### config.mk
export PLATFORM = sky130hd
export DESIGN_NAME = p4_router_regs
export DESIGN_NICKNAME = d
export VERILOG_FILES = /design/src/hdl/router_cfg_pkg.sv /design/src/hdl/router_regmap_pkg.sv /design/src/hdl/reg_access_ctrl.sv /design/src/hdl/port_cnt_snapshot.sv /design/src/hdl/reg_read_mux.sv /design/src/hdl/p4_router_regs.sv
export SDC_FILE = /design/constraint.sdc
export NUM_CORES = 2
export LEC_CHECK = 0
export BUFFER_PORTS_ARGS = -buffer_cell sky130_fd_sc_hd__buf_2
export CAP_MARGIN = 20
export CORE_AREA = 10 10 308 310
export DETAILED_ROUTE_END_ITERATION = 10
export DIE_AREA = 0 0 318 320
export GPL_ROUTABILITY_DRIVEN = 0
export PLACE_DENSITY_LB_ADDON = 0.25
export SLEW_MARGIN = 20
export SYNTH_ARGS = -nofsm -noshare
export SYNTH_HDL_FRONTEND = slang
export SYNTH_SLANG_ARGS = --single-unit
### constraint.sdc
create_clock -name core_clk_ifc -period 5.85 [get_ports core_clk_ifc]
set_input_delay 0.8775 -clock core_clk_ifc [delete_from_list [all_inputs] [get_ports core_clk_ifc]]
set_output_delay 0.8775 -clock core_clk_ifc [all_outputs]
set_load 0.02 [all_outputs]
### src/hdl/router_cfg_pkg.sv
/* Port configuration of the ingress register block: port count, counter width,
   MTU and block identity */

package router_cfg_pkg;

    ////////////////////////////////////////
    // Port configuration
    ////////////////////////////////////////

    // Number of ingress ports served by the block
    localparam int NUM_PORTS = 4;

    // Counter width, also the register word width
    localparam int CNT_W = 32;

    // Largest packet size in bytes
    localparam int MTU_BYTES = 5000;

    ////////////////////////////////////////
    // Block identity
    ////////////////////////////////////////

    // Major in the upper byte, minor in the lower
    localparam logic [15:0] MODULE_VERSION = 16'h0100;
    localparam logic [15:0] MODULE_ID      = 16'd10;

endpackage

### src/hdl/router_regmap_pkg.sv
/* Register map of the ingress register block: word addresses, snapshot layout,
   map size and constant register contents */

package router_regmap_pkg;

    // Word address width on the access channel
    localparam int ADDR_W = 8;

    ////////////////////////////////////////
    // Word addresses
    ////////////////////////////////////////

    localparam int ADDR_VERSION_ID       = 0;
    localparam int ADDR_PORTS_PARAM      = 1;
    localparam int ADDR_MTU_PARAM        = 2;
    localparam int ADDR_PORT_ENABLE_CON  = 3;
    localparam int ADDR_PORT_ENABLE_STAT = 4;
    localparam int ADDR_COUNTER_CON      = 5;
    // First snapshot word of port 0
    localparam int ADDR_COUNTERS_START   = 6;

    ////////////////////////////////////////
    // Snapshot group of one port
    ////////////////////////////////////////

    localparam int CNTRS_PER_PORT = 4;
    localparam int IDX_PKT        = 0;
    localparam int IDX_BYTE       = 1;
    localparam int IDX_ERR        = 2;
    localparam int IDX_DROP       = 3;

    // Everything at or above this address is unmapped
    localparam int TOTAL_REGS = ADDR_COUNTERS_START + router_cfg_pkg::NUM_PORTS * CNTRS_PER_PORT;

    // Version in the upper half, ID in the lower half
    localparam logic [router_cfg_pkg::CNT_W-1:0] VERSION_ID_VAL = {
        router_cfg_pkg::MODULE_VERSION,
        router_cfg_pkg::MODULE_ID
    };

endpackage

### src/hdl/reg_access_ctrl.sv
/* Access controller: request handshake, address range check,
   port-enable and counter-control registers, enable status */

module reg_access_ctrl (
    input  logic                                   core_clk_ifc,
    input  logic                                   peripheral_sresetn_core,

    // Request channel
    input  logic                                   req_valid,
    output logic                                   req_ready,
    input  logic                                   req_write,
    input  logic [router_regmap_pkg::ADDR_W-1:0]   req_addr,
    input  logic [router_cfg_pkg::CNT_W-1:0]       req_wdata,

    // Response slot state from the read path
    input  logic                                   rsp_slot_free,

    // Accepted access towards the read path
    output logic                                   acc_valid,
    output logic [router_regmap_pkg::ADDR_W-1:0]   acc_addr,
    output logic                                   acc_error,

    // Control and status registers
    output logic [router_cfg_pkg::NUM_PORTS-1:0]   enable_con,
    output logic [router_cfg_pkg::NUM_PORTS-1:0]   enable_stat,
    output logic [router_cfg_pkg::NUM_PORTS-1:0]   counter_con
);

    logic req_fire;
    logic wr_fire;
    logic addr_bad;

    // The access stage and the response slot advance together
    assign req_ready = rsp_slot_free;
    assign req_fire  = req_valid && req_ready;
    assign wr_fire   = req_fire && req_write;
    assign addr_bad  = req_addr >= router_regmap_pkg::TOTAL_REGS;

    ////////////////////////////////////////
    // Access stage
    ////////////////////////////////////////

    always_ff @(posedge core_clk_ifc) begin
        if (!peripheral_sresetn_core) begin
            acc_valid <= 1'b0;
        end else if (rsp_slot_free) begin
            acc_valid <= req_valid;
        end
    end

    always_ff @(posedge core_clk_ifc) begin
        if (req_fire) begin
            // Writes carry no read data, so point them at an unmapped word
            acc_addr  <= req_write ? '1 : req_addr;
            acc_error <= addr_bad;
        end
    end

    ////////////////////////////////////////
    // Control registers
    ////////////////////////////////////////

    // Only the low NUM_PORTS bits of a write are kept
    always_ff @(posedge core_clk_ifc) begin
        if (!peripheral_sresetn_core) begin
            enable_con  <= '1;
            enable_stat <= '1;
            counter_con <= '0;
        end else begin
            if (wr_fire && req_addr == router_regmap_pkg::ADDR_PORT_ENABLE_CON) begin
                enable_con <= req_wdata[router_cfg_pkg::NUM_PORTS-1:0];
            end
            if (wr_fire && req_addr == router_regmap_pkg::ADDR_COUNTER_CON) begin
                counter_con <= req_wdata[router_cfg_pkg::NUM_PORTS-1:0];
            end
            // Status trails the control register by one cycle
            enable_stat <= enable_con;
        end
    end

endmodule

### src/hdl/port_cnt_snapshot.sv
/* Per-port counter slice: sample and drop edge detection, drop counter,
   snapshot registers */

module port_cnt_snapshot (
    input  logic                             core_clk_ifc,
    input  logic                             peripheral_sresetn_core,
    input  logic                             sample_req,
    input  logic                             buf_full_drop,
    input  logic [router_cfg_pkg::CNT_W-1:0] pkt_cnt,
    input  logic [router_cfg_pkg::CNT_W-1:0] byte_cnt,
    input  logic [router_cfg_pkg::CNT_W-1:0] err_cnt,
    output logic [router_cfg_pkg::CNT_W-1:0] snap_pkt,
    output logic [router_cfg_pkg::CNT_W-1:0] snap_byte,
    output logic [router_cfg_pkg::CNT_W-1:0] snap_err,
    output logic [router_cfg_pkg::CNT_W-1:0] snap_drop
);

    logic                             sample_d;
    logic                             drop_d;
    logic                             sample_rise;
    logic                             drop_rise;
    logic [router_cfg_pkg::CNT_W-1:0] drop_cnt;

    assign sample_rise = sample_req && !sample_d;
    assign drop_rise   = buf_full_drop && !drop_d;

    always_ff @(posedge core_clk_ifc) begin
        if (!peripheral_sresetn_core) begin
            sample_d <= 1'b0;
            drop_d   <= 1'b0;
            drop_cnt <= '0;
        end else begin
            sample_d <= sample_req;
            drop_d   <= buf_full_drop;
            // A drop edge on the sample cycle opens the new interval
            if (sample_rise) begin
                drop_cnt <= drop_rise ? router_cfg_pkg::CNT_W'(1) : '0;
            end else if (drop_rise) begin
                drop_cnt <= drop_cnt + 1'b1;
            end
        end
    end

    // Snapshot of live counters and the closed drop interval
    always_ff @(posedge core_clk_ifc) begin
        if (!peripheral_sresetn_core) begin
            snap_pkt  <= '0;
            snap_byte <= '0;
            snap_err  <= '0;
            snap_drop <= '0;
        end else if (sample_rise) begin
            snap_pkt  <= pkt_cnt;
            snap_byte <= byte_cnt;
            snap_err  <= err_cnt;
            snap_drop <= drop_cnt;
        end
    end

endmodule

### src/hdl/reg_read_mux.sv
/* Read path: register word selection and the registered response channel */

module reg_read_mux (
    input  logic                                                        core_clk_ifc,
    input  logic                                                        peripheral_sresetn_core,

    // Accepted access
    input  logic                                                        acc_valid,
    input  logic [router_regmap_pkg::ADDR_W-1:0]                        acc_addr,
    input  logic                                                        acc_error,

    // Register sources
    input  logic [router_cfg_pkg::NUM_PORTS-1:0]                        enable_con,
    input  logic [router_cfg_pkg::NUM_PORTS-1:0]                        enable_stat,
    input  logic [router_cfg_pkg::NUM_PORTS-1:0]                        counter_con,
    input  logic [router_cfg_pkg::NUM_PORTS-1:0][router_cfg_pkg::CNT_W-1:0] snap_pkt,
    input  logic [router_cfg_pkg::NUM_PORTS-1:0][router_cfg_pkg::CNT_W-1:0] snap_byte,
    input  logic [router_cfg_pkg::NUM_PORTS-1:0][router_cfg_pkg::CNT_W-1:0] snap_err,
    input  logic [router_cfg_pkg::NUM_PORTS-1:0][router_cfg_pkg::CNT_W-1:0] snap_drop,

    // Response channel
    output logic                                                        rsp_valid,
    input  logic                                                        rsp_ready,
    output logic [router_cfg_pkg::CNT_W-1:0]                            rsp_rdata,
    output logic                                                        rsp_error,
    output logic                                                        rsp_slot_free
);

    localparam int PAD_W = router_cfg_pkg::CNT_W - router_cfg_pkg::NUM_PORTS;

    logic                             in_counters;
    int                               cnt_offset;
    int                               cnt_port;
    int                               cnt_idx;
    logic [router_cfg_pkg::CNT_W-1:0] rd_word;

    // Port and slot within the snapshot area
    assign in_counters = acc_addr >= router_regmap_pkg::ADDR_COUNTERS_START &&
                         acc_addr < router_regmap_pkg::TOTAL_REGS;
    assign cnt_offset  = int'(acc_addr) - router_regmap_pkg::ADDR_COUNTERS_START;
    assign cnt_port    = cnt_offset / router_regmap_pkg::CNTRS_PER_PORT;
    assign cnt_idx     = cnt_offset % router_regmap_pkg::CNTRS_PER_PORT;

    ////////////////////////////////////////
    // Word select
    ////////////////////////////////////////

    // Unmapped addresses read as zero
    always_comb begin
        rd_word = '0;
        case (acc_addr)
            router_regmap_pkg::ADDR_VERSION_ID:       rd_word = router_regmap_pkg::VERSION_ID_VAL;
            router_regmap_pkg::ADDR_PORTS_PARAM:      rd_word = router_cfg_pkg::NUM_PORTS;
            router_regmap_pkg::ADDR_MTU_PARAM:        rd_word = router_cfg_pkg::MTU_BYTES;
            router_regmap_pkg::ADDR_PORT_ENABLE_CON:  rd_word = {{PAD_W{1'b0}}, enable_con};
            router_regmap_pkg::ADDR_PORT_ENABLE_STAT: rd_word = {{PAD_W{1'b0}}, enable_stat};
            router_regmap_pkg::ADDR_COUNTER_CON:      rd_word = {{PAD_W{1'b0}}, counter_con};
            default: begin
                if (in_counters) begin
                    case (cnt_idx)
                        router_regmap_pkg::IDX_PKT:  rd_word = snap_pkt[cnt_port];
                        router_regmap_pkg::IDX_BYTE: rd_word = snap_byte[cnt_port];
                        router_regmap_pkg::IDX_ERR:  rd_word = snap_err[cnt_port];
                        default:                     rd_word = snap_drop[cnt_port];
                    endcase
                end
            end
        endcase
    end

    ////////////////////////////////////////
    // Response register
    ////////////////////////////////////////

    assign rsp_slot_free = !rsp_valid || rsp_ready;

    always_ff @(posedge core_clk_ifc) begin
        if (!peripheral_sresetn_core) begin
            rsp_valid <= 1'b0;
        end else if (rsp_slot_free) begin
            rsp_valid <= acc_valid;
        end
    end

    // Held while the requester stalls
    always_ff @(posedge core_clk_ifc) begin
        if (rsp_slot_free && acc_valid) begin
            rsp_rdata <= rd_word;
            rsp_error <= acc_error;
        end
    end

endmodule

### src/hdl/p4_router_regs.sv
/* Ingress register block top: access controller, per-port snapshot slices
   and read multiplexer */

module p4_router_regs (
    input  logic                                                        core_clk_ifc,
    input  logic                                                        peripheral_sresetn_core,

    // Request channel
    input  logic                                                        req_valid,
    output logic                                                        req_ready,
    input  logic                                                        req_write,
    input  logic [router_regmap_pkg::ADDR_W-1:0]                        req_addr,
    input  logic [router_cfg_pkg::CNT_W-1:0]                            req_wdata,

    // Response channel
    output logic                                                        rsp_valid,
    input  logic                                                        rsp_ready,
    output logic [router_cfg_pkg::CNT_W-1:0]                            rsp_rdata,
    output logic                                                        rsp_error,

    // Port signals
    output logic [router_cfg_pkg::NUM_PORTS-1:0]                        port_enable,
    input  logic [router_cfg_pkg::NUM_PORTS-1:0][router_cfg_pkg::CNT_W-1:0] pkt_cnt,
    input  logic [router_cfg_pkg::NUM_PORTS-1:0][router_cfg_pkg::CNT_W-1:0] byte_cnt,
    input  logic [router_cfg_pkg::NUM_PORTS-1:0][router_cfg_pkg::CNT_W-1:0] err_cnt,
    input  logic [router_cfg_pkg::NUM_PORTS-1:0]                        buf_full_drop
);

    logic                                                        rsp_slot_free;
    logic                                                        acc_valid;
    logic [router_regmap_pkg::ADDR_W-1:0]                        acc_addr;
    logic                                                        acc_error;
    logic [router_cfg_pkg::NUM_PORTS-1:0]                        enable_stat;
    logic [router_cfg_pkg::NUM_PORTS-1:0]                        counter_con;
    logic [router_cfg_pkg::NUM_PORTS-1:0][router_cfg_pkg::CNT_W-1:0] snap_pkt;
    logic [router_cfg_pkg::NUM_PORTS-1:0][router_cfg_pkg::CNT_W-1:0] snap_byte;
    logic [router_cfg_pkg::NUM_PORTS-1:0][router_cfg_pkg::CNT_W-1:0] snap_err;
    logic [router_cfg_pkg::NUM_PORTS-1:0][router_cfg_pkg::CNT_W-1:0] snap_drop;

    // port_enable is the enable control register itself
    reg_access_ctrl u_ctrl (
        .core_clk_ifc            (core_clk_ifc),
        .peripheral_sresetn_core (peripheral_sresetn_core),
        .req_valid               (req_valid),
        .req_ready               (req_ready),
        .req_write               (req_write),
        .req_addr                (req_addr),
        .req_wdata               (req_wdata),
        .rsp_slot_free           (rsp_slot_free),
        .acc_valid               (acc_valid),
        .acc_addr                (acc_addr),
        .acc_error               (acc_error),
        .enable_con              (port_enable),
        .enable_stat             (enable_stat),
        .counter_con             (counter_con)
    );

    // One snapshot slice per ingress port
    for (genvar p = 0; p < router_cfg_pkg::NUM_PORTS; p++) begin : g_port
        port_cnt_snapshot u_snap (
            .core_clk_ifc            (core_clk_ifc),
            .peripheral_sresetn_core (peripheral_sresetn_core),
            .sample_req              (counter_con[p]),
            .buf_full_drop           (buf_full_drop[p]),
            .pkt_cnt                 (pkt_cnt[p]),
            .byte_cnt                (byte_cnt[p]),
            .err_cnt                 (err_cnt[p]),
            .snap_pkt                (snap_pkt[p]),
            .snap_byte               (snap_byte[p]),
            .snap_err                (snap_err[p]),
            .snap_drop               (snap_drop[p])
        );
    end

    reg_read_mux u_rd_mux (
        .core_clk_ifc            (core_clk_ifc),
        .peripheral_sresetn_core (peripheral_sresetn_core),
        .acc_valid               (acc_valid),
        .acc_addr                (acc_addr),
        .acc_error               (acc_error),
        .enable_con              (port_enable),
        .enable_stat             (enable_stat),
        .counter_con             (counter_con),
        .snap_pkt                (snap_pkt),
        .snap_byte               (snap_byte),
        .snap_err                (snap_err),
        .snap_drop               (snap_drop),
        .rsp_valid               (rsp_valid),
        .rsp_ready               (rsp_ready),
        .rsp_rdata               (rsp_rdata),
        .rsp_error               (rsp_error),
        .rsp_slot_free           (rsp_slot_free)
    );

endmodule

==> metrics.txt <==
status=finished, final reports clean; logic gate share of total power=5.8%; Netlist Area Pre-Place=30740 um2; via count=27.06k; sequential share of power=46.6%; hold bufs inserted after CTS=0; port buffer count=443; Worst-Margin Slew=1.336 ns; Worst Path Required=6.19 ns; Ports=472; Clock Tree Buf Depth=3; FF+latch count, synth=704; dominant delay contributor by cell family on the critical path=simple AND/OR/NAND/NOR gates; relative slew slack=10.95%; Clock Pin Slew Worst Setup and Hold Paths=0.07 ns; IR drop worst, VDD=0.1901 mV; CTS Root Cell=clkbuf_16; clock share of power=47.6%; CP bufs+invs=0; Fmax=230.0 MHz; fin crit period=4.348 ns; Pint=8.065 mW; Seq/Total Area, Yosys=47.21%; Via-to-Cell Ratio=5.209; Layout Cells excl Fill=5194; setup ws final=1.502 ns; crit-path cells=or3_1, nor2_4, and2_1, ha_1, xor3_4, mux2i_1, o22ai_1, nor4_1, a21oi_1; fillers=9080; Overall Power=10.47 mW; cell leakage power=12.41 nW; vias in the first global route=25.87k; All-Layer GR Usage=22.32%; CTS-repair resized insts=0; Worst setup EP type=flip-flop; H-tree levels=3; initial antenna violation count=14; Slowest cell on crit path=xor3_4; pwr dens=287.5 nW/um2; Residual DRC=0; Max-Cap Viols=0; syn_nets=4099; synth warn=0; Post-Syn Instances=3660; TritonCTS Buffers=75; Setup Crit Path Kind=reg2reg; Critical Path Max Stage Delay=0.87 ns; nets=4407; Distinct cells, synth=64; fraction of registers with async set/reset=0%; Multi-input gate area=15200 um2; wire per inst=22.94 um; Worst Hold Class=reg2reg; Period Utilization, post-route=74.33%; pre-CTS WS=1.606 ns; Startpoint Class=flip-flop; DRT antenna net count=0; largest net degree at the start of global routing=238; DIE HEIGHT=320 um; Yosys top cell area share=43.11%; Initial Utilization=34.84%; CTS sink count=704; DRT iter0 DRCs=2416; die width=318 um; placed insts=5056; Fin. Hold Viols=0; Final HPWL DP=87760 um; CTS tree=yes; critical path data arrival time=4.69 ns; final WL=119100 um; largest area contributor in the netlist=dfxtp_1; Switching Share=22.98%; die area=101800 um2; Syn Area/Cell=8.399 um2; final setup violation count=0; global route overflow=0; FF/Latch Area=14510 um2; Core Region=88240 um2; commonest non-fill, non-tap cells in the layout=1248 x nand2_1, 662 x dfxtp_1, 513 x a21boi_0; area delta synth->final=18.47%; Pre-antenna DRT Iters=7; EDFF count, synth=42; layout cell share with drive strength beyond 1=16.86%; Sum Neg Setup Slack=0 ns; first-pass GRT wire length=173300 um; latest clock arrival within the worst-skew pair=0.63 ns; skew final=0.02805 ns; synth top area cells=dfxtp_1 43%, nand2_1 15%, a21boi_0 13%, edfxtp_1 4.1%, mux2i_1 3.1%; commonest non-fill, non-tap cell in the layout=nand2_1; ys flop type=dfxtp_1; critical path peak fanout=46; sw power=2.406 mW; Std-Cell Rows=109; Max Slew Vio Count=0; post-CTS setup buffer count=0; unrepaired setup endpoints after global routing=false; Final Util=41.27%
==> worst paths after layout <==
| check | startpoint | to | slack (ns) | cells past startpoint |
|---|---|---|---|---|
| worst max register to register | u_ctrl.acc_addr[5]$_SDFFCE_PP1P_ | u_rd_mux.rsp_rdata[25]$_DFFE_PP_ | 1.50 | 9 |
| worst min-delay path | u_ctrl.acc_error$_DFFE_PP_ | u_rd_mux.rsp_error$_DFFE_PP_ | 0.43 | 0 |
| worst max-delay path | u_ctrl.acc_addr[5]$_SDFFCE_PP1P_ | u_rd_mux.rsp_rdata[25]$_DFFE_PP_ | 1.50 | 9 |
| worst min register to register | u_ctrl.acc_error$_DFFE_PP_ | u_rd_mux.rsp_error$_DFFE_PP_ | 0.43 | 0 |
==> per-stage QoR <==
stage	area [um2]	hold WS, ns
after floorplan	30740	0.4003
after global placement	33860	0.4044
after detailed placement	33870	0.4212
after CTS	36400	0.4243
after global routing	36410	0.4295
final	36420	0.4302
==> layout make-up <==
| cell class | count | share of cell area, % |
|---|---|---|
| clock inverter | 28 | 1.055 |
| sequential | 704 | 39.85 |
| timing repair buffer | 488 | 7.283 |
| antenna | 8 | 0.05497 |
| tap | 1165 | 4.002 |
| clock buffer | 102 | 5.882 |
| inverter | 13 | 0.1340 |
| multi-input combinational | 2686 | 41.74 |
==> layer usage <==
layer | wire, um | global-route usage, %
met1 | 51780 | 28.83
met2 | 53920 | 35.94
met3 | 8810 | 5.065
met4 | 4537 | 8.506
met5 | 79 | 0
==> power groups by stage <==
| stage | sequential (mW) | combinational (mW) | clock [mW] |
|---|---|---|---|
| detailed placement | 4.99 | 0.601 | 0 |
| floorplan | 4.99 | 0.306 | 0 |
| CTS | 4.88 | 0.602 | 5.04 |
| global route | 4.88 | 0.638 | 5.23 |
| global placement | 4.99 | 0.599 | 0 |
| finish | 4.88 | 0.606 | 4.98 |
==> registers in the layout, summed over array words and instances, names as in the netlist <==
name / cells
g_port.u_snap.drop_cnt: 128
g_port.u_snap.sample_d: 4
u_rd_mux.rsp_rdata: 32
g_port.u_snap.snap_drop: 128
u_ctrl.enable_con: 4
g_port.u_snap.drop_d: 4
u_rd_mux.rsp_valid: 1
u_ctrl.counter_con: 4
g_port.u_snap.snap_err: 128
g_port.u_snap.snap_byte: 128
u_rd_mux.rsp_error: 1
u_ctrl.acc_error: 1
g_port.u_snap.snap_pkt: 128
u_ctrl.enable_stat: 4
u_ctrl.acc_addr: 8
u_ctrl.acc_valid: 1
==> cells by family after synthesis <==
kind of cell	Yosys count	share of synthesized area [%]
flops	704	47.21
fa+ha+maj	6	0.2442
xor+xnor	113	3.317
simple gates	1656	22.38
mux	126	5.405
compound gates	785	17.79
buf+inv	270	3.651
==> worst reg2reg max path, delay by kind of cell, from the launching register on <==
family	cells	cell delay, ns
and+or+nand+nor	4	1.69
xor gates and xnor gates	1	0.87
muxes	1	0.54
AOI/OAI and AO/OA	2	0.41
DFF	1	0.38
adders and majority gates	1	0.19
==> cells in the mapped netlist (2+ instances only) <==
library cell / number
xor2_1: 80
ha_1: 6
clkbuf_1: 213
buf_1: 16
a32oi_1: 2
or3_1: 20
nor4_1: 21
nand2_1: 1252
nor4_2: 4
and4_1: 14
o2bb2ai_1: 12
nor3b_1: 2
a21boi_0: 513
xnor2_1: 31
a31oi_1: 3
a21oi_1: 117
o22ai_1: 35
o211ai_1: 13
buf_6: 2
buf_2: 14
nand2b_1: 10
nand3_1: 65
nor2b_1: 21
a211oi_1: 11
o22a_1: 2
buf_4: 7
a22oi_1: 15
o21ai_1: 15
or2_2: 12
a21o_1: 2
o21ai_0: 35
and2_1: 21
clkbuf_8: 5
mux2i_1: 94
edfxtp_1: 42
nor2_1: 131
dfxtp_1: 662
inv_1: 13
mux4_2: 32
nor3_1: 29
and3_1: 16
nand4_1: 28
(Power assumes the default switching activity.)
